==> config.mk <==
export PLATFORM = sky130hd
export DESIGN_NAME = icache_ctrl
export DESIGN_NICKNAME = d
export VERILOG_FILES = /design/src/design/icache_addr_pkg.sv /design/src/design/icache_line_pkg.sv /design/src/design/icache_ctrl.sv
export VERILOG_INCLUDE_DIRS = /design/src /design/src/design
export SDC_FILE = /design/constraint.sdc
export NUM_CORES = 1
export LEC_CHECK = 0
export BUFFER_PORTS_ARGS = -buffer_cell sky130_fd_sc_hd__buf_2
export CAP_MARGIN = 20
export CELL_PAD_IN_SITES_DETAIL_PLACEMENT = 2
export CELL_PAD_IN_SITES_GLOBAL_PLACEMENT = 2
export CORE_MARGIN = 10
export CORE_UTILIZATION = 20
export DETAILED_ROUTE_END_ITERATION = 8
export GPL_ROUTABILITY_DRIVEN = 0
export PLACE_DENSITY = 0.81
export RECOVER_POWER = 25
export SLEW_MARGIN = 5
export SYNTH_ARGS = -nofsm -noshare
export SYNTH_HDL_FRONTEND = slang
export SYNTH_SLANG_ARGS = --single-unit
==> constraint.sdc <==
create_clock -name clk -period 2.7 [get_ports clk]
set_input_delay 0.135 -clock clk [delete_from_list [all_inputs] [get_ports clk]]
set_output_delay 0.135 -clock clk [all_outputs]
set_load 0.05 [all_outputs]
==> src/design/icache_config.svh <==
`ifndef ICACHE_CONFIG_SVH
`define ICACHE_CONFIG_SVH

// cache geometry, two ways of 64 sets
`define ICACHE_SETS 64
`define ICACHE_INDEX_W 6
`define ICACHE_TAG_W 23
`define ICACHE_OFFSET_W 3

// datapath widths
`define ICACHE_WORD_W 32
`define ICACHE_LINE_W 64

// byte address on the refill port
`define ICACHE_MEM_ADDR_W 32

// tag + index + offset must cover a full fetch address
// 23 + 6 + 3 = 32

`endif

==> src/design/icache_addr_pkg.sv <==
`default_nettype none

`include "icache_config.svh"

package icache_addr_pkg;

    // fields of a fetch address
    typedef logic [`ICACHE_TAG_W-1:0] tag_t;
    typedef logic [`ICACHE_INDEX_W-1:0] index_t;

    // only bit 2 selects the word, bits 1:0 ignored
    typedef logic [`ICACHE_OFFSET_W-1:0] offset_t;

    // line address on the refill port
    // {tag, index, 3'b000}
    typedef logic [`ICACHE_MEM_ADDR_W-1:0] mem_addr_t;

endpackage

`default_nettype wire

==> src/design/icache_line_pkg.sv <==
`default_nettype none

`include "icache_config.svh"

package icache_line_pkg;

    typedef logic [`ICACHE_WORD_W-1:0] word_t;

    // word 0 in the low half
    typedef logic [`ICACHE_LINE_W-1:0] line_t;

    typedef logic way_t;

    // one bit per way, bit 0 is way 0
    typedef logic [1:0] way_vec_t;

    typedef enum logic [2:0] {
        IDLE,
        LOOKUP,
        MISS_REQ,
        MISS_RELEASE,
        REFILL
    } ctrl_state_t;

endpackage

`default_nettype wire

==> src/design/icache_ctrl.sv <==
`timescale 1ns/10ps
`default_nettype none

`include "icache_config.svh"

module icache_ctrl
    import icache_addr_pkg::*, icache_line_pkg::*;
(
    input  wire logic     clk,
    input  wire logic     rst,

    // fetch side
    input  wire logic     valid,
    input  wire index_t   index,
    input  wire tag_t     tag,
    input  wire offset_t  offset,
    output logic          addr_ok,
    output logic          data_ok,
    output word_t         rdata,

    // refill side
    output logic          mem_req,
    output mem_addr_t     mem_addr,
    input  wire logic     mem_ack,
    input  wire line_t    mem_rdata,

    // array read
    output index_t        rd_index,
    input  wire tag_t     rd_tag0,
    input  wire tag_t     rd_tag1,
    input  wire way_vec_t rd_valid,
    input  wire way_t     rd_lru,
    input  wire line_t    rd_line0,
    input  wire line_t    rd_line1,

    // array update
    output logic          touch_en,
    output index_t        touch_index,
    output way_t          touch_way,
    output logic          wr_en,
    output index_t        wr_index,
    output way_t          wr_way,
    output tag_t          wr_tag,
    output line_t         wr_line
);

    ctrl_state_t state;
    ctrl_state_t next_state;

    tag_t    req_tag;
    index_t  req_index;
    offset_t req_offset;

    logic  accept;
    logic  hit0;
    logic  hit1;
    logic  hit;
    way_t  victim;
    way_t  victim_way;
    line_t hit_line;
    line_t refill_line;

    function automatic word_t word_sel(input line_t line, input logic upper);
        word_t word;
        if (upper) begin
            word = line[`ICACHE_LINE_W-1:`ICACHE_WORD_W];
        end else begin
            word = line[`ICACHE_WORD_W-1:0];
        end
        return word;
    endfunction

    assign addr_ok = (state == IDLE);
    assign accept  = valid && addr_ok;

    // request buffer
    always_ff @(posedge clk) begin
        if (accept) begin
            req_tag    <= tag;
            req_index  <= index;
            req_offset <= offset;
        end
    end

    // index from the port while idle, buffered index afterwards
    assign rd_index = (state == IDLE) ? index : req_index;

    // tag compare
    assign hit0 = rd_valid[0] && (rd_tag0 == req_tag);
    assign hit1 = rd_valid[1] && (rd_tag1 == req_tag);
    assign hit  = hit0 || hit1;

    assign hit_line = hit1 ? rd_line1 : rd_line0;

    // invalid way first, way 0 before way 1, else the lru way
    always_comb begin
        if (!rd_valid[0]) begin
            victim = 1'b0;
        end else if (!rd_valid[1]) begin
            victim = 1'b1;
        end else begin
            victim = rd_lru;
        end
    end

    always_ff @(posedge clk) begin
        if (state == LOOKUP) begin
            victim_way <= victim;
        end
    end

    always_comb begin
        next_state = state;
        unique case (state)
            IDLE: begin
                if (accept) begin
                    next_state = LOOKUP;
                end
            end
            LOOKUP: begin
                // hold off the request until memory is quiet
                if (hit) begin
                    next_state = IDLE;
                end else if (!mem_ack) begin
                    next_state = MISS_REQ;
                end
            end
            MISS_REQ: begin
                if (mem_ack) begin
                    next_state = MISS_RELEASE;
                end
            end
            MISS_RELEASE: begin
                if (!mem_ack) begin
                    next_state = REFILL;
                end
            end
            REFILL: begin
                next_state = IDLE;
            end
            default: begin
                next_state = IDLE;
            end
        endcase
    end

    always_ff @(posedge clk) begin
        if (rst) begin
            state <= IDLE;
        end else begin
            state <= next_state;
        end
    end

    // refill handshake
    assign mem_req  = (state == MISS_REQ);
    assign mem_addr = {req_tag, req_index, {`ICACHE_OFFSET_W{1'b0}}};

    always_ff @(posedge clk) begin
        if (state == MISS_REQ && mem_ack) begin
            refill_line <= mem_rdata;
        end
    end

    // response, bit 2 of the offset picks the word
    assign data_ok = ((state == LOOKUP) && hit) || (state == REFILL);
    assign rdata   = (state == REFILL) ? word_sel(refill_line, req_offset[2])
                                       : word_sel(hit_line, req_offset[2]);

    assign touch_en    = (state == LOOKUP) && hit;
    assign touch_index = req_index;
    assign touch_way   = hit1;

    assign wr_en    = (state == REFILL);
    assign wr_index = req_index;
    assign wr_way   = victim_way;
    assign wr_tag   = req_tag;
    assign wr_line  = refill_line;

endmodule

`default_nettype wire

==> impl_summary.md <==
Drt
The overall routed net length is 41000 um. The number of design-rule violations left by the first detailed-router iteration is 269. The detailed router placed 7146 vias in this run. The number of search-and-repair iterations in the first detailed-routing pass is 5. After detailed routing, the average wire length per cell comes to 26.8 um. The remaining design rule violation count is 0. The via-per-instance ratio is 4.67. The remaining antenna violation count is 0.

STA
The final worst clock skew is 0.0101 ns. At the pin with the least slew margin, the transition time is 0.766 ns. Headroom to the max-slew limit came out at 48.7%. The final number of max-transition violations is 0.

Dividing the final minimum period by the clock period gives 111%. On the final layout, the worst hold slack is 0.154 ns. The final critical delay including setup and external delays is 2.99 ns.

The count of endpoints failing setup in the final report is 32. Setup repair after global routing could not meet its margin everywhere. The hold violation total from the final report is 0.

Adding up every negative setup slack in the final design gives -7.25 ns. For this run, the top clock speed supported by timing is 334 MHz. Across all setup checks in the final design, the least slack found is -0.293 ns.

Flow run
The number of maximum-capacitance violations is 0.

Status
The run finished, with violations left. The checks that failed: setup timing.

Floorplanning
The initial utilization of the core area, before any placement, comes to 20.3%. The boundary pin count is 453. The die is 193 um tall. The number of rows created at floorplan is 63. The core region is 0.0296 sq mm. The die is 193 um wide.

The die covers 0.0374 sq mm.

Final layout
The area overhead of the layout relative to synthesis is 78.5%. In the layout the commonest cells are sky130_fd_sc_hd__buf_2, sky130_fd_sc_hd__nand2_1, sky130_fd_sc_hd__dlygate4sd3_1, sky130_fd_sc_hd__edfxtp_1, sky130_fd_sc_hd__buf_4. The library cell used most frequently in the layout, excluding fill and tap cells, is sky130_fd_sc_hd__buf_2. The fraction of final layout cells with drive strength greater than 1 is 50.1%. The net count of the finished layout is 1399.

Synth
In this run the cell area of the synthesized design comes to 0.00602 sq mm. After synthesis the netlist holds a flip-flop and latch count of 98. The Yosys step of the flow raised 0 warnings. The synthesized area divided by synthesized cell count is 10.1 sq um. After technology mapping, the gate count stands at 598. Summing the sequential cell areas from Yosys gives 48.4% of the chip area. The number of different library cells used by synthesis comes to 37.

Clock network
The total clock buffers created by CTS is 9. The clock tree synthesis step divided the H-tree into 3 levels. TritonCTS built the clock tree.

The worst-case clock buffer depth is 2. Clock-pin slew was measured on the worst setup and hold paths at 0.09 ns. The clock drives 98 sinks.

The clock latency at the later pin of the worst-skew pair is 0.36 ns. In this run the clock root is driven by a sky130_fd_sc_hd__clkbuf_16.

Global route
The global routing's busiest layer is met2. The number of global-route vias before repair was 8291. Global routing used 19.8% of the available tracks across all layers.

For this run the aggregate overflow at the end of global routing stands at 0. For met2 alone, demand over resource in global routing was 37.0%. For met1 alone, demand over resource in global routing was 20.8%.

The met3 usage in global routing is 6.15%. The first-pass GRT wire length is 57100 um. The initial antenna violation count is 10. The largest net degree at the start of global routing is 55.

Power and ir drop
The combinational share of power is 34.0%. Net switching is 38.7% of the power. The static leakage power is 0.00470 uW. Of the total power, registers draw 37.1%.

Power spread over the standard cell area amounts to 454 mW/mm^2. The part of the power in the clock network is 28.9%. Across the VDD grid, the largest voltage drop is 0.234 mV. The switching power of the nets is 1890 uW. The cell-internal power is 2990 uW.

Setup path
The kind of capture point of the worst setup path is an output port. The classification of the worst setup path is reg2out. The worst setup path is launched from a flop. The highest net fanout along the worst path is 8.

Data on the critical path arrives at its endpoint at 2.86 ns. The required time of the critical path is 2.57 ns.

Place
In this run the tool buffered the top-level ports with 447 buffer cells. Before CTS, the worst setup slack after placement is 0.113 ns. The detailed placement HPWL is 28000 um.

Worst hold path
The worst min-delay path class is in2reg.
## metal layers
metal | vias to the layer above | part of all wire, %
li1 | 3222 | -
met1 | 3575 | 37
met2 | 307 | 54
met3 | 42 | 6.8
met4 | 0 | 2.1
met5 | - | 0
## critical path: stages (launching register included)
cell and delay, ns:
sky130_fd_sc_hd__edfxtp_1 0.45, sky130_fd_sc_hd__xnor2_1 0.27, sky130_fd_sc_hd__nand4_1 0.27, sky130_fd_sc_hd__or4_4 0.73, sky130_fd_sc_hd__buf_12 0.21, sky130_fd_sc_hd__a31oi_4 0.13
sky130_fd_sc_hd__o211ai_1 0.15, sky130_fd_sc_hd__buf_4 0.25
## cell type report
| cell class | count | area (sq um) |
|---|---|---|
| Fill cell | 3288 | 18900 |
| Timing Repair Buffer | 595 | 3910 |
| Multi-Input combinational cell | 414 | 3080 |
| Sequential cell | 98 | 2910 |
| Tap cell | 390 | 488 |
| Clock buffer | 9 | 225 |
| Clock inverter | 7 | 76.3 |
| Antenna cell | 12 | 30.0 |
| Inverter | 4 | 15.0 |
## registers in the layout, summed over array words and instances, names as in the netlist
register	count
wr_tag	23
state	3
touch_index	6
wr_line	64
wr_way	1
req_offset	1
## kinds of logic after synthesis
kind of cell,after synthesis,synth area share (%)
flip-flops,98,48.4
multiplexers,38,6.45
other,1,0.0623
AO/OA/AOI/OAI,132,13.2
AND/OR/NAND/NOR,195,16.5
buffers and inverters,88,8.67
XOR/XNOR,46,6.70
## power by group through the flow
stage / logic (uW) / registers, uW / clock network [uW]
global route: 1740 / 1810 / 1520
CTS: 1560 / 1800 / 1450
global placement: 1350 / 1840 / 0
detailed placement: 1380 / 1840 / 0
finish: 1660 / 1810 / 1410
floorplan: 732 / 2010 / 0
## cells in the mapped netlist
cell / number / area [sq um]
sky130_fd_sc_hd__nand4_1: 11 / 68.8
sky130_fd_sc_hd__a21oi_1: 32 / 160
sky130_fd_sc_hd__a22o_1: 1 / 8.76
sky130_fd_sc_hd__clkbuf_1: 27 / 101
sky130_fd_sc_hd__nor3_1: 3 / 15.0
sky130_fd_sc_hd__xnor2_1: 38 / 333
sky130_fd_sc_hd__nand2_4: 1 / 11.3
sky130_fd_sc_hd__nor2_1: 33 / 124
sky130_fd_sc_hd__mux2_2: 6 / 67.6
sky130_fd_sc_hd__a21boi_0: 1 / 7.51
sky130_fd_sc_hd__buf_1: 4 / 15.0
sky130_fd_sc_hd__o21ai_0: 32 / 160
sky130_fd_sc_hd__a32oi_1: 1 / 8.76
sky130_fd_sc_hd__buf_2: 9 / 45.0
sky130_fd_sc_hd__and2_1: 3 / 18.8
sky130_fd_sc_hd__nor4_4: 1 / 21.3
sky130_fd_sc_hd__conb_1: 1 / 3.75
sky130_fd_sc_hd__o311a_1: 1 / 10.0
sky130_fd_sc_hd__or2_2: 1 / 6.26
sky130_fd_sc_hd__buf_4: 40 / 300
sky130_fd_sc_hd__nor3_2: 1 / 10.0
sky130_fd_sc_hd__buf_6: 4 / 45.0
sky130_fd_sc_hd__nor3b_1: 2 / 15.0
sky130_fd_sc_hd__or4_1: 1 / 7.51
sky130_fd_sc_hd__nor4_1: 3 / 18.8
sky130_fd_sc_hd__nand2b_1: 1 / 6.26
sky130_fd_sc_hd__inv_1: 4 / 15.0
sky130_fd_sc_hd__nand2_1: 98 / 368
sky130_fd_sc_hd__xor2_1: 8 / 70.1
sky130_fd_sc_hd__o211ai_1: 32 / 240
sky130_fd_sc_hd__nor2b_1: 4 / 25.0
sky130_fd_sc_hd__mux2i_1: 32 / 320
sky130_fd_sc_hd__a31oi_1: 32 / 200
sky130_fd_sc_hd__nand3_1: 1 / 5.00
sky130_fd_sc_hd__dfxtp_1: 3 / 60.1
sky130_fd_sc_hd__edfxtp_1: 95 / 2850
sky130_fd_sc_hd__and4_1: 31 / 272
## worst paths after layout
path	start	to	slack (ns)	cells past startpoint
worst max register to register	wr_tag[7]	state[0]	0.47	8
worst min-delay path	mem_ack	state[2]	0.15	4
worst min register to register	state[1]	state[2]	0.56	2
worst max-delay path	wr_tag[7]	rdata[13]	-0.29	7
## metrics by stage
step	area (sq um)	cells	utilization (%)	total power, uW
detailed placement	8590	1384	29.0	3220
finish	10700	1529	36.2	4880
global placement	8590	1384	29.0	3190
global route	10700	1527	36.2	5070
floorplan	6040	600	-	2740
CTS	10200	1511	34.3	4810
## what timing repair did
action,4_1_cts,5_1_grt
setup buffers,14,3
resized for setup,53,68
pin swaps,8,45
endpoints found under the hold margin,97,0
gates cloned,2,3
endpoints found under the setup margin,34,34
hold buffers,95,0
(Power assumes the default switching activity.)
